### config.mk
export PLATFORM = sky130hd
export DESIGN_NAME = hif_bridge
export DESIGN_NICKNAME = d
export VERILOG_FILES = /design/src/design/hif_pkg.sv /design/src/design/hif_bridge.sv /design/src/design/hif_channel.sv /design/src/design/hif_read_mux.sv /design/src/design/wb_reg_slave.sv
export VERILOG_INCLUDE_DIRS = /design/src /design/src/include
export SDC_FILE = /design/constraint.sdc
export NUM_CORES = 2
export LEC_CHECK = 0
export ABC_CLOCK_PERIOD_IN_PS = 6700
export BUFFER_PORTS_ARGS = -buffer_cell sky130_fd_sc_hd__buf_2
export CAP_MARGIN = 25
export CELL_PAD_IN_SITES_DETAIL_PLACEMENT = 1
export CELL_PAD_IN_SITES_GLOBAL_PLACEMENT = 1
export CORE_UTILIZATION = 47
export DETAILED_ROUTE_END_ITERATION = 12
export GPL_TIMING_DRIVEN = 0
export PLACE_DENSITY = 0.66
export SLEW_MARGIN = 30
export SYNTH_ARGS = -nofsm -noshare
export SYNTH_HDL_FRONTEND = slang
export SYNTH_SLANG_ARGS = --single-unit
### constraint.sdc
create_clock -name host_clk -period 6.7 [get_ports host_clk]
set_clock_uncertainty 0.1 [all_clocks]
set_input_delay 0.335 -clock host_clk [delete_from_list [all_inputs] [get_ports host_clk]]
set_output_delay 0.335 -clock host_clk [all_outputs]
set_load 0.1 [all_outputs]
### src/include/hif_cfg.svh
`ifndef HIF_CFG_SVH
`define HIF_CFG_SVH

// channel count and its index width, keep the two in step
`define HIF_NUM_CHAN    2
`define HIF_CHAN_W      1

`define HIF_FIFO_DEPTH  32  // power of two
`define HIF_PTR_W       5   // log2 of the depth
`define HIF_CNT_W       6   // holds 0 .. depth

`define HIF_DATA_W      32
`define HIF_ADDR_W      5   // word address

// offsets inside a channel's 4-word window, channel c at word 4c
`define HIF_REG_DATA    2'd0  // wr push inbound, rd outbound count
`define HIF_REG_POP     2'd1  // rd pops outbound
`define HIF_REG_INCNT   2'd2  // rd inbound count
`define HIF_REG_NONE    2'd3  // reads as zero

`define HIF_RESET_ADDR  5'h1f

`endif

### src/design/hif_pkg.sv
`include "hif_cfg.svh"

package hif_pkg;

  typedef logic [`HIF_DATA_W-1:0] data_t;     // bus word and queue entry
  typedef logic [`HIF_ADDR_W-1:0] wb_addr_t;  // wishbone word address
  typedef logic [`HIF_CNT_W-1:0]  count_t;    // queue occupancy
  typedef logic [`HIF_CHAN_W-1:0] chan_idx_t;

  // wishbone slave states
  typedef enum logic [1:0] {
    IDLE,
    WR_WAIT,
    ACK
  } wb_state_t;

endpackage

### src/design/hif_bridge.sv
`timescale 1ns/10ps
`include "hif_cfg.svh"

module hif_bridge (
  input  logic                                  host_clk,
  input  logic                                  reset,
  // host bus
  input  logic                                  wb_cyc,
  input  logic                                  wb_stb,
  input  logic                                  wb_we,
  input  hif_pkg::wb_addr_t                     wb_adr,
  input  hif_pkg::data_t                        wb_dat_w,
  output logic                                  wb_ack,
  output hif_pkg::data_t                        wb_dat_r,
  // core side, one slot per channel
  output logic [`HIF_NUM_CHAN-1:0]              in_valid,
  input  logic [`HIF_NUM_CHAN-1:0]              in_ready,
  output hif_pkg::data_t [`HIF_NUM_CHAN-1:0]    in_data,
  input  logic [`HIF_NUM_CHAN-1:0]              out_valid,
  output logic [`HIF_NUM_CHAN-1:0]              out_ready,
  input  hif_pkg::data_t [`HIF_NUM_CHAN-1:0]    out_data,
  output logic                                  core_reset
);

  logic [`HIF_NUM_CHAN-1:0]              push;
  logic [`HIF_NUM_CHAN-1:0]              pop;
  logic [`HIF_NUM_CHAN-1:0]              in_full;
  logic                                  rd_load;
  hif_pkg::chan_idx_t                    rd_chan;
  logic [1:0]                            rd_reg;
  hif_pkg::count_t [`HIF_NUM_CHAN-1:0]   in_count;
  hif_pkg::count_t [`HIF_NUM_CHAN-1:0]   out_count;
  hif_pkg::data_t  [`HIF_NUM_CHAN-1:0]   out_head;

  wb_reg_slave u_slave (
    .host_clk   (host_clk),
    .reset      (reset),
    .wb_cyc     (wb_cyc),
    .wb_stb     (wb_stb),
    .wb_we      (wb_we),
    .wb_adr     (wb_adr),
    .wb_ack     (wb_ack),
    .in_full    (in_full),
    .push       (push),
    .pop        (pop),
    .rd_load    (rd_load),
    .rd_chan    (rd_chan),
    .rd_reg     (rd_reg),
    .core_reset (core_reset)
  );

  for (genvar c = 0; c < `HIF_NUM_CHAN; c++)
  begin : g_chan
    hif_channel u_chan (
      .host_clk  (host_clk),
      .reset     (reset),
      .push      (push[c]),
      .push_data (wb_dat_w),  // every channel sees the bus word
      .pop       (pop[c]),
      .in_full   (in_full[c]),
      .in_valid  (in_valid[c]),
      .in_ready  (in_ready[c]),
      .in_data   (in_data[c]),
      .out_valid (out_valid[c]),
      .out_ready (out_ready[c]),
      .out_data  (out_data[c]),
      .out_head  (out_head[c]),
      .in_count  (in_count[c]),
      .out_count (out_count[c])
    );
  end

  hif_read_mux u_rd_mux (
    .host_clk  (host_clk),
    .reset     (reset),
    .rd_load   (rd_load),
    .rd_chan   (rd_chan),
    .rd_reg    (rd_reg),
    .in_count  (in_count),
    .out_count (out_count),
    .out_head  (out_head),
    .wb_dat_r  (wb_dat_r)
  );

endmodule

### src/design/hif_channel.sv
`timescale 1ns/10ps
`include "hif_cfg.svh"

module hif_channel (
  input  logic             host_clk,
  input  logic             reset,
  // host side, strobes from the register slave
  input  logic             push,
  input  hif_pkg::data_t   push_data,
  input  logic             pop,
  output logic             in_full,
  // core side, inbound
  output logic             in_valid,
  input  logic             in_ready,
  output hif_pkg::data_t   in_data,
  // core side, outbound
  input  logic             out_valid,
  output logic             out_ready,
  input  hif_pkg::data_t   out_data,
  // status for the read mux
  output hif_pkg::data_t   out_head,
  output hif_pkg::count_t  in_count,
  output hif_pkg::count_t  out_count
);

  // queue 0 is inbound (host to core), queue 1 is outbound (core to host)
  logic [1:0]       q_wr;
  logic [1:0]       q_rd;
  hif_pkg::data_t   q_din [2];
  hif_pkg::data_t   q_head [2];
  hif_pkg::count_t  q_cnt [2];

  // inbound fill and drain
  assign q_wr[0]  = push;  // fullness already checked by the slave
  assign q_din[0] = push_data;
  assign q_rd[0]  = in_valid && in_ready;

  // outbound fill and drain
  assign q_wr[1]  = out_valid && out_ready;
  assign q_din[1] = out_data;
  assign q_rd[1]  = pop && (out_count != '0);  // pop of empty queue ignored

  for (genvar q = 0; q < 2; q++)
  begin : g_q
    hif_pkg::data_t          mem [`HIF_FIFO_DEPTH];
    logic [`HIF_PTR_W-1:0]   rd_ptr;
    logic [`HIF_PTR_W-1:0]   wr_ptr;
    hif_pkg::count_t         cnt;

    always_ff @(posedge host_clk)
    begin
      if (reset)
      begin
        rd_ptr <= '0;
        wr_ptr <= '0;
        cnt    <= '0;
      end
      else
      begin
        if (q_wr[q])
          wr_ptr <= wr_ptr + 1'b1;  // wraps at depth
        if (q_rd[q])
          rd_ptr <= rd_ptr + 1'b1;
        if (q_wr[q] != q_rd[q])
          cnt <= q_wr[q] ? cnt + 1'b1 : cnt - 1'b1;
      end
    end

    // storage
    always_ff @(posedge host_clk)
    begin
      if (q_wr[q])
        mem[wr_ptr] <= q_din[q];
    end

    assign q_head[q] = mem[rd_ptr];  // fall-through head
    assign q_cnt[q]  = cnt;
  end

  assign in_count  = q_cnt[0];
  assign out_count = q_cnt[1];

  assign in_full   = (q_cnt[0] == hif_pkg::count_t'(`HIF_FIFO_DEPTH));
  assign in_valid  = (q_cnt[0] != '0);
  assign in_data   = q_head[0];

  // outbound space left
  assign out_ready = (q_cnt[1] != hif_pkg::count_t'(`HIF_FIFO_DEPTH));
  assign out_head  = q_head[1];

endmodule

### src/design/hif_read_mux.sv
`timescale 1ns/10ps
`include "hif_cfg.svh"

module hif_read_mux (
  input  logic                                   host_clk,
  input  logic                                   reset,
  input  logic                                   rd_load,
  input  hif_pkg::chan_idx_t                     rd_chan,
  input  logic [1:0]                             rd_reg,
  input  hif_pkg::count_t [`HIF_NUM_CHAN-1:0]    in_count,
  input  hif_pkg::count_t [`HIF_NUM_CHAN-1:0]    out_count,
  input  hif_pkg::data_t  [`HIF_NUM_CHAN-1:0]    out_head,
  output hif_pkg::data_t                         wb_dat_r
);

  hif_pkg::data_t  sel_data;

  // offset select for the addressed channel
  always_comb
  begin
    case (rd_reg)
      `HIF_REG_DATA:
        sel_data = hif_pkg::data_t'(out_count[rd_chan]);  // zero extended
      `HIF_REG_POP:
        sel_data = out_head[rd_chan];
      `HIF_REG_INCNT:
        sel_data = hif_pkg::data_t'(in_count[rd_chan]);
      default:
        sel_data = '0;  // unmapped reads
    endcase
  end

  // loaded on accept, held through the ack cycle
  always_ff @(posedge host_clk)
  begin
    if (reset)
      wb_dat_r <= '0;
    else if (rd_load)
      wb_dat_r <= sel_data;
  end

endmodule

### src/design/wb_reg_slave.sv
`timescale 1ns/10ps
`include "hif_cfg.svh"

module wb_reg_slave (
  input  logic                      host_clk,
  input  logic                      reset,
  // wishbone classic
  input  logic                      wb_cyc,
  input  logic                      wb_stb,
  input  logic                      wb_we,
  input  hif_pkg::wb_addr_t         wb_adr,
  output logic                      wb_ack,
  // channel strobes
  input  logic [`HIF_NUM_CHAN-1:0]  in_full,
  output logic [`HIF_NUM_CHAN-1:0]  push,
  output logic [`HIF_NUM_CHAN-1:0]  pop,
  // read mux control
  output logic                      rd_load,
  output hif_pkg::chan_idx_t        rd_chan,
  output logic [1:0]                rd_reg,
  output logic                      core_reset
);

  hif_pkg::wb_state_t  state;

  logic                req;
  logic                adr_mapped;  // address falls in some channel window
  hif_pkg::chan_idx_t  adr_chan;
  logic [1:0]          adr_reg;
  logic                data_wr;

  // request decode kept for WR_WAIT and ACK
  logic                req_we;
  hif_pkg::chan_idx_t  req_chan;
  logic                req_pop;
  logic                req_rst;

  assign req        = wb_cyc && wb_stb;
  assign adr_mapped = (wb_adr[`HIF_ADDR_W-1:2] < `HIF_NUM_CHAN);
  assign adr_chan   = wb_adr[2 +: `HIF_CHAN_W];
  assign adr_reg    = wb_adr[1:0];
  assign data_wr    = wb_we && adr_mapped && (adr_reg == `HIF_REG_DATA);

  always_ff @(posedge host_clk)
  begin
    if (reset)
      state <= hif_pkg::IDLE;
    else
    begin
      case (state)
        hif_pkg::IDLE:
          if (req)
          begin
            if (data_wr && in_full[adr_chan])
              state <= hif_pkg::WR_WAIT;  // hold the bus until space
            else
              state <= hif_pkg::ACK;
          end
        hif_pkg::WR_WAIT:
          if (!in_full[req_chan])
            state <= hif_pkg::ACK;
        default:
          state <= hif_pkg::IDLE;  // ack lasts one cycle
      endcase
    end
  end

  always_ff @(posedge host_clk)
  begin
    if (state == hif_pkg::IDLE && req)
    begin
      req_we   <= wb_we;
      req_chan <= adr_chan;
      req_pop  <= adr_mapped && (adr_reg == `HIF_REG_POP);
      req_rst  <= (wb_adr == `HIF_RESET_ADDR);
    end
  end

  // push as the slave moves to ACK, pop during the ack of a pop read
  always_comb
  begin
    push = '0;
    pop  = '0;
    if (state == hif_pkg::IDLE && req && data_wr && !in_full[adr_chan])
      push[adr_chan] = 1'b1;
    if (state == hif_pkg::WR_WAIT && !in_full[req_chan])
      push[req_chan] = 1'b1;
    if (state == hif_pkg::ACK && !req_we && req_pop)
      pop[req_chan] = 1'b1;
  end

  // read data is captured on the accept edge
  assign rd_load = (state == hif_pkg::IDLE) && req && !wb_we;
  assign rd_chan = adr_chan;
  assign rd_reg  = adr_mapped ? adr_reg : `HIF_REG_NONE;

  assign wb_ack     = (state == hif_pkg::ACK);
  assign core_reset = (state == hif_pkg::ACK) && req_we && req_rst;

endmodule

# After elaboration in Yosys (flattened, before gate mapping)
# Memories as Yosys holds them, arrays and structs flattened. A register that Yosys moved wholly into a read port is not among the register bits.
# Index checks and enable logic that the tools add are counted.
# totals
ff_bits	102
ramBits	4096
inputBits	110
out_inout_bits	102
memories	4
# classes
n_addsub	16
magnitude_cmp	5
eq_ne	16
muxes	43
n_bitwise	1
reduce_logical	34
# mem_list
name	words	width	read_ports	rd_ports_with_merged_regs	write_ports	line_no	rtl
g_chan[0].u_chan.g_q[0].mem	32	32	1	1	1	hif_channel.sv:45	hif_pkg::data_t mem [`HIF_FIFO_DEPTH];
g_chan[0].u_chan.g_q[1].mem	32	32	1	1	1	hif_channel.sv:45	
g_chan[1].u_chan.g_q[0].mem	32	32	1	1	1	hif_channel.sv:45	
g_chan[1].u_chan.g_q[1].mem	32	32	1	1	1	hif_channel.sv:45	
# ops
cell	count
case mux 32 bit (3 select lines)	1
2-to-1 mux 32 bit	2
2-to-1 mux 6 bit	8
adder 5 x 1 -> 5 bit (second input constant)	8
2-to-1 mux 5 bit	8
adder 6 x 1 -> 6 bit (second input constant)	4
nonzero test 6 bit	4
subtractor 6 x 1 -> 6 bit (second input constant)	4
logical AND 1 bit	22
2-to-1 mux 1 bit	14
2-to-1 mux 2 bit	7
== test 6 bit (second input constant)	2
!= test 6 bit (second input constant)	2
== test 2 x 1 -> 1 bit (second input constant)	3
zero test 2 bit	3
== test 5 bit (second input constant)	1
== test 2 bit (second input constant)	2
zero test 1 bit	4
less-than comparator 1 x 2 -> 1 bit (second input constant)	2
!= test 1 bit	4
case mux 2 bit (2 select lines)	1
less-than comparator 3 x 2 -> 1 bit (second input constant)	1
demux 1 bit (select 1 bit)	2
greater-or-equal comparator 1 bit (second input constant)	2
4 further kinds	4

# Longest topological paths before layout
# logic_depth
word_depth	10
depth_mapped	12

# Hierarchy
# Synthesis repeated with hierarchy kept, for this count alone.
# hier_totals
hier_cells	6643
hier_area_um2	161813.9
# modules_own_cells
mod	instances	cells_each	area_per_inst_um2	seq_area_each_um2
hif_channel (g_chan[1].u_chan)	1	3200	79725.2	62339.8
hif_channel (g_chan[0].u_chan)	1	3200	79719.0	62339.8
hif_read_mux	1	204	2000.7	640.6
wb_reg_slave	1	39	369.1	160.2

# Least setup slack after synthesis
# Ideal clock, no wire load.
# synth_timing
path_kind	input to register
start	input port wb_adr[4]
end	memory g_chan[0].u_chan.g_q[0].mem[12][0] (netlist name), enable pin
setup_time_ns	0.421
arrival_time_ns	3.166
required_time_ns	6.179
path_slack_ns	3.013
path_stages	6
path_cell_list	nor4_4 a41oi_1 nor2_1 clkbuf_1 nand2_1 nor2_1
# synth_via
elab_chain_cells	10
# synth_lines
item	line_no	rtl
start: declaration	hif_bridge.sv:11	input hif_pkg::wb_addr_t wb_adr,
less-than comparator 3 x 2 -> 1 bit (no line) *	--	
logical AND 1 bit * (2 in series)	wb_reg_slave.sv:42	assign data_wr = wb_we && adr_mapped && (adr_reg == `HIF_REG_DATA);
logical AND 1 bit * (2 in series)	wb_reg_slave.sv:84	if (state == hif_pkg::IDLE && req && data_wr && !in_full[adr_chan])
2-to-1 mux 2 bit *	wb_reg_slave.sv:84	
OR 2 bit (no line)	--	
2-to-1 mux 2 bit *	wb_reg_slave.sv:86	if (state == hif_pkg::WR_WAIT && !in_full[req_chan])
via g_chan[0].u_chan.push	hif_channel.sv:8	input logic push,
2-to-1 mux 1 bit *	hif_channel.sv:72	if (q_wr[q])
2-to-1 mux 1 bit (not written as such) *	hif_channel.sv:73	mem[wr_ptr] <= q_din[q];
end: declaration	hif_channel.sv:45	
# The timed path passes the listed nets; every way through them passes the cells marked *.

==> results.json <==
{
  "min_path_type": "in -> reg",
  "start_kind": "flop",
  "layout_common_cells": "4100 x edfxtp_1, 1184 x mux4_2, 439 x clkbuf_16",
  "total_leakage_power_nw": 58.3,
  "final_common_cell": "edfxtp_1",
  "firstDrtPassIters": 12,
  "maxCapViolCount": 0,
  "grt_first_pass_wirelength_mm": 621,
  "die_w_um": 587,
  "grt-ovfl-total": 0,
  "syn_inst": 6771,
  "ys_seq_area_share_pct": 78.0,
  "tightest_slew_ns": 1.09,
  "clk_pin_slew_ns": 0.06,
  "row_count": 214,
  "failed_checks": "design-rule violations",
  "viasPerCell": 6.14,
  "synth_edf_count": 4100,
  "synth_flop_cell": "edfxtp_1",
  "grt_pass1_vias": 82000,
  "drc": 25,
  "setup_slack_ns": 1.45,
  "cts.sinks": 4218,
  "power_density_mw_per_mm2": 318,
  "finalHoldViolCount": 0,
  "cts_buffers": 427,
  "gp_congestion": 0.778,
  "endpoint_kind": "primary output",
  "floorplan.initialDensity_pct": 47.3,
  "synthArstFlopShare_pct": 0,
  "yosys.cell_types.count": 65,
  "rsz0062_at_grt": "no",
  "vdd_drop_max_mv": 0.277,
  "tritoncts": "built",
  "syn_nets": 6921,
  "synth_seq_cells": 4218,
  "core_area_mm2": 0.340,
  "clk_latency_ns": 0.96,
  "antenna_found_initial": 39,
  "antenna_left": 0,
  "path_class": "reg -> out",
  "grt_usage_pct": 25.6,
  "slew_headroom_pct": 27.3,
  "drt_iter0_drc": 8672,
  "finalMaxSlewViolations": 0,
  "drive_above_1_share_pct": 32.9,
  "pre_cts_ws_ns": 2.23,
  "crit_arrival_ns": 4.81,
  "h-tree-depth": 5,
  "crit_required_ns": 6.26,
  "outcome": "complete, but fails checks",
  "clockBufferDepth": 4,
  "n_fill_cell": 28300,
  "routedWlPerCell_um": 34.8,
  "ios": 212,
  "port_buffers": 210,
  "setup_viol": 0,
  "place_hpwl_mm": 294,
  "wl_mm": 441,
  "power_mw": 60.5,
  "clockRootBuffer": "clkbuf_16",
  "syn_area_mm2": 0.161,
  "fin_nets": 7926,
  "yosysWarnings": 0,
  "die_h_um": 587,
  "fin_crit_ns": 5.25,
  "area_growth_pct": 18.2,
  "syn_area_per_cell_um2": 23.8,
  "utilization_pct": 55.9,
  "num_vias": 77800,
  "grt_max_degree": 65,
  "fin_crit_sh_pct": 78.3,
  "max_freq_mhz": 191,
  "die_area_mm2": 0.345,
  "cp_max_fo": 10
}
## per-stage QoR
step	area [µm²]	setup TNS [ns]	std cells	hold slack [ns]
global placement	168000	-7.59	11500	0.399
finish	190000	0	12700	0.0743
detailed placement	175000	0	11800	0.411
global route	190000	0	12700	0.0988
CTS	190000	0	12700	0.0314
floorplan	161000	0	6771	0.334
## cells by family (layout without fill, tap and decap cells)
kind of cell | after synthesis | count (layout) | share of synthesized area (%)
simple gates | 417 | 417 | 1.18
other cells | 0 | 14 | 0
buf+inv | 383 | 1740 | 0.998
flops | 4218 | 4218 | 78.0
xor+xnor | 48 | 48 | 0.271
mux | 1407 | 1407 | 18.0
compound gates | 258 | 258 | 1.17
fa+ha+maj | 40 | 40 | 0.330
## flip-flops by register name (all words and copies together), names as in the netlist, named ones only
name,flops
g_chan.u_chan.out_count,12
u_slave.req_we,1
u_slave.req_chan,1
u_slave.req_rst,1
u_rd_mux.wb_dat_r,32
g_chan.u_chan.in_count,12
g_chan.u_chan.g_q.wr_ptr,20
g_chan.u_chan.g_q.mem,4096
u_slave.req_pop,1
u_slave.state,2
g_chan.u_chan.g_q.rd_ptr,20
## synthesized netlist by cell type (4+ instances only)
cell type / count / area [µm²]
buf_1: 59 / 221
nor2_1: 216 / 811
mux2i_1: 155 / 1550
or2_2: 4 / 25.0
nor3b_1: 5 / 37.5
mux4_2: 1184 / 26700
or3_1: 7 / 43.8
nand4_1: 17 / 106
o22ai_1: 8 / 50.1
clkbuf_1: 180 / 676
fa_1: 4 / 80.1
nand3b_1: 12 / 90.1
o21ai_0: 34 / 170
xnor2_1: 23 / 201
or4_1: 4 / 30.0
dfxtp_1: 118 / 2360
ha_1: 36 / 450
nand2_1: 99 / 372
a222oi_1: 26 / 260
a21o_1: 7 / 52.6
mux2_2: 68 / 766
nor3_1: 5 / 25.0
a221oi_1: 8 / 70.1
or3b_2: 7 / 61.3
nand3_1: 11 / 55.1
inv_1: 23 / 86.3
xor2_1: 23 / 201
a22oi_1: 111 / 833
a21oi_1: 24 / 120
a211oi_1: 6 / 45.0
a211o_1: 6 / 52.6
nor2b_1: 9 / 56.3
a31oi_1: 4 / 25.0
edfxtp_1: 4100 / 123000
buf_2: 116 / 581
buf_4: 4 / 30.0
## metal layers
metal	routed length, µm	part of all wire (%)	vias to the layer above	track usage (%)
li1	-	-	31100	-
met1	172000	39	42500	34.2
met2	221000	50	3527	43.2
met3	31800	7.2	694	4.04
met4	15600	3.5	22	8.39
met5	133	0.030	-	0
## layout make-up
type / count / area [µm²] / share of cell area [%]
multi-input cells: 2170 / 34700 / 18.3
diodes: 14 / 35.0 / 0.0184
inverters: 23 / 86.3 / 0.0454
plain buffers: 360 / 1600 / 0.842
clock inverters: 263 / 2190 / 1.15
well taps: 4536 / 5680 / 2.99
repair buffers: 576 / 8910 / 4.69
flip-flops and latches: 4218 / 125000 / 66.0
clock buffers: 518 / 11400 / 6.01
## worst max-delay path, cell delays in order, from the launching register on
cell,delay (ns)
dfxtp_1,0.57
clkbuf_1,0.79
clkbuf_1,0.88
mux4_2,0.42
mux4_2,0.49
mux2_2,0.35
buf_2,0.32
## power by group
group	leakage (nW)	total, mW	switching [mW]	internal (mW)
Combinational	13.8	7.94	4.83	3.12
Sequential	37.8	29.2	0.118	29.1
Clock	6.67	23.4	10.0	13.4
## worst paths after layout
check	start	end	slack [ns]	cells after the start
max	flop	in_data[61]	1.45	6
min	in_ready[0]	g_chan[0].u_chan.g_q[0].rd_ptr[1]	0.07	5
max reg2reg	flop	u_rd_mux.wb_dat_r[30]	2.14	9
min reg2reg	g_chan[1].u_chan.g_q[1].rd_ptr[1]	g_chan[1].u_chan.g_q[1].rd_ptr[1]	0.42	2
## repair_timing
| action | CTS | global route |
|---|---|---|
| buffers inserted | 0 | 0 |
| hold buffers | 110 | 2 |
| gates resized for setup | 0 | 0 |
| hold endpoints to repair | 3886 | 128 |
(Power assumes the default switching activity.)
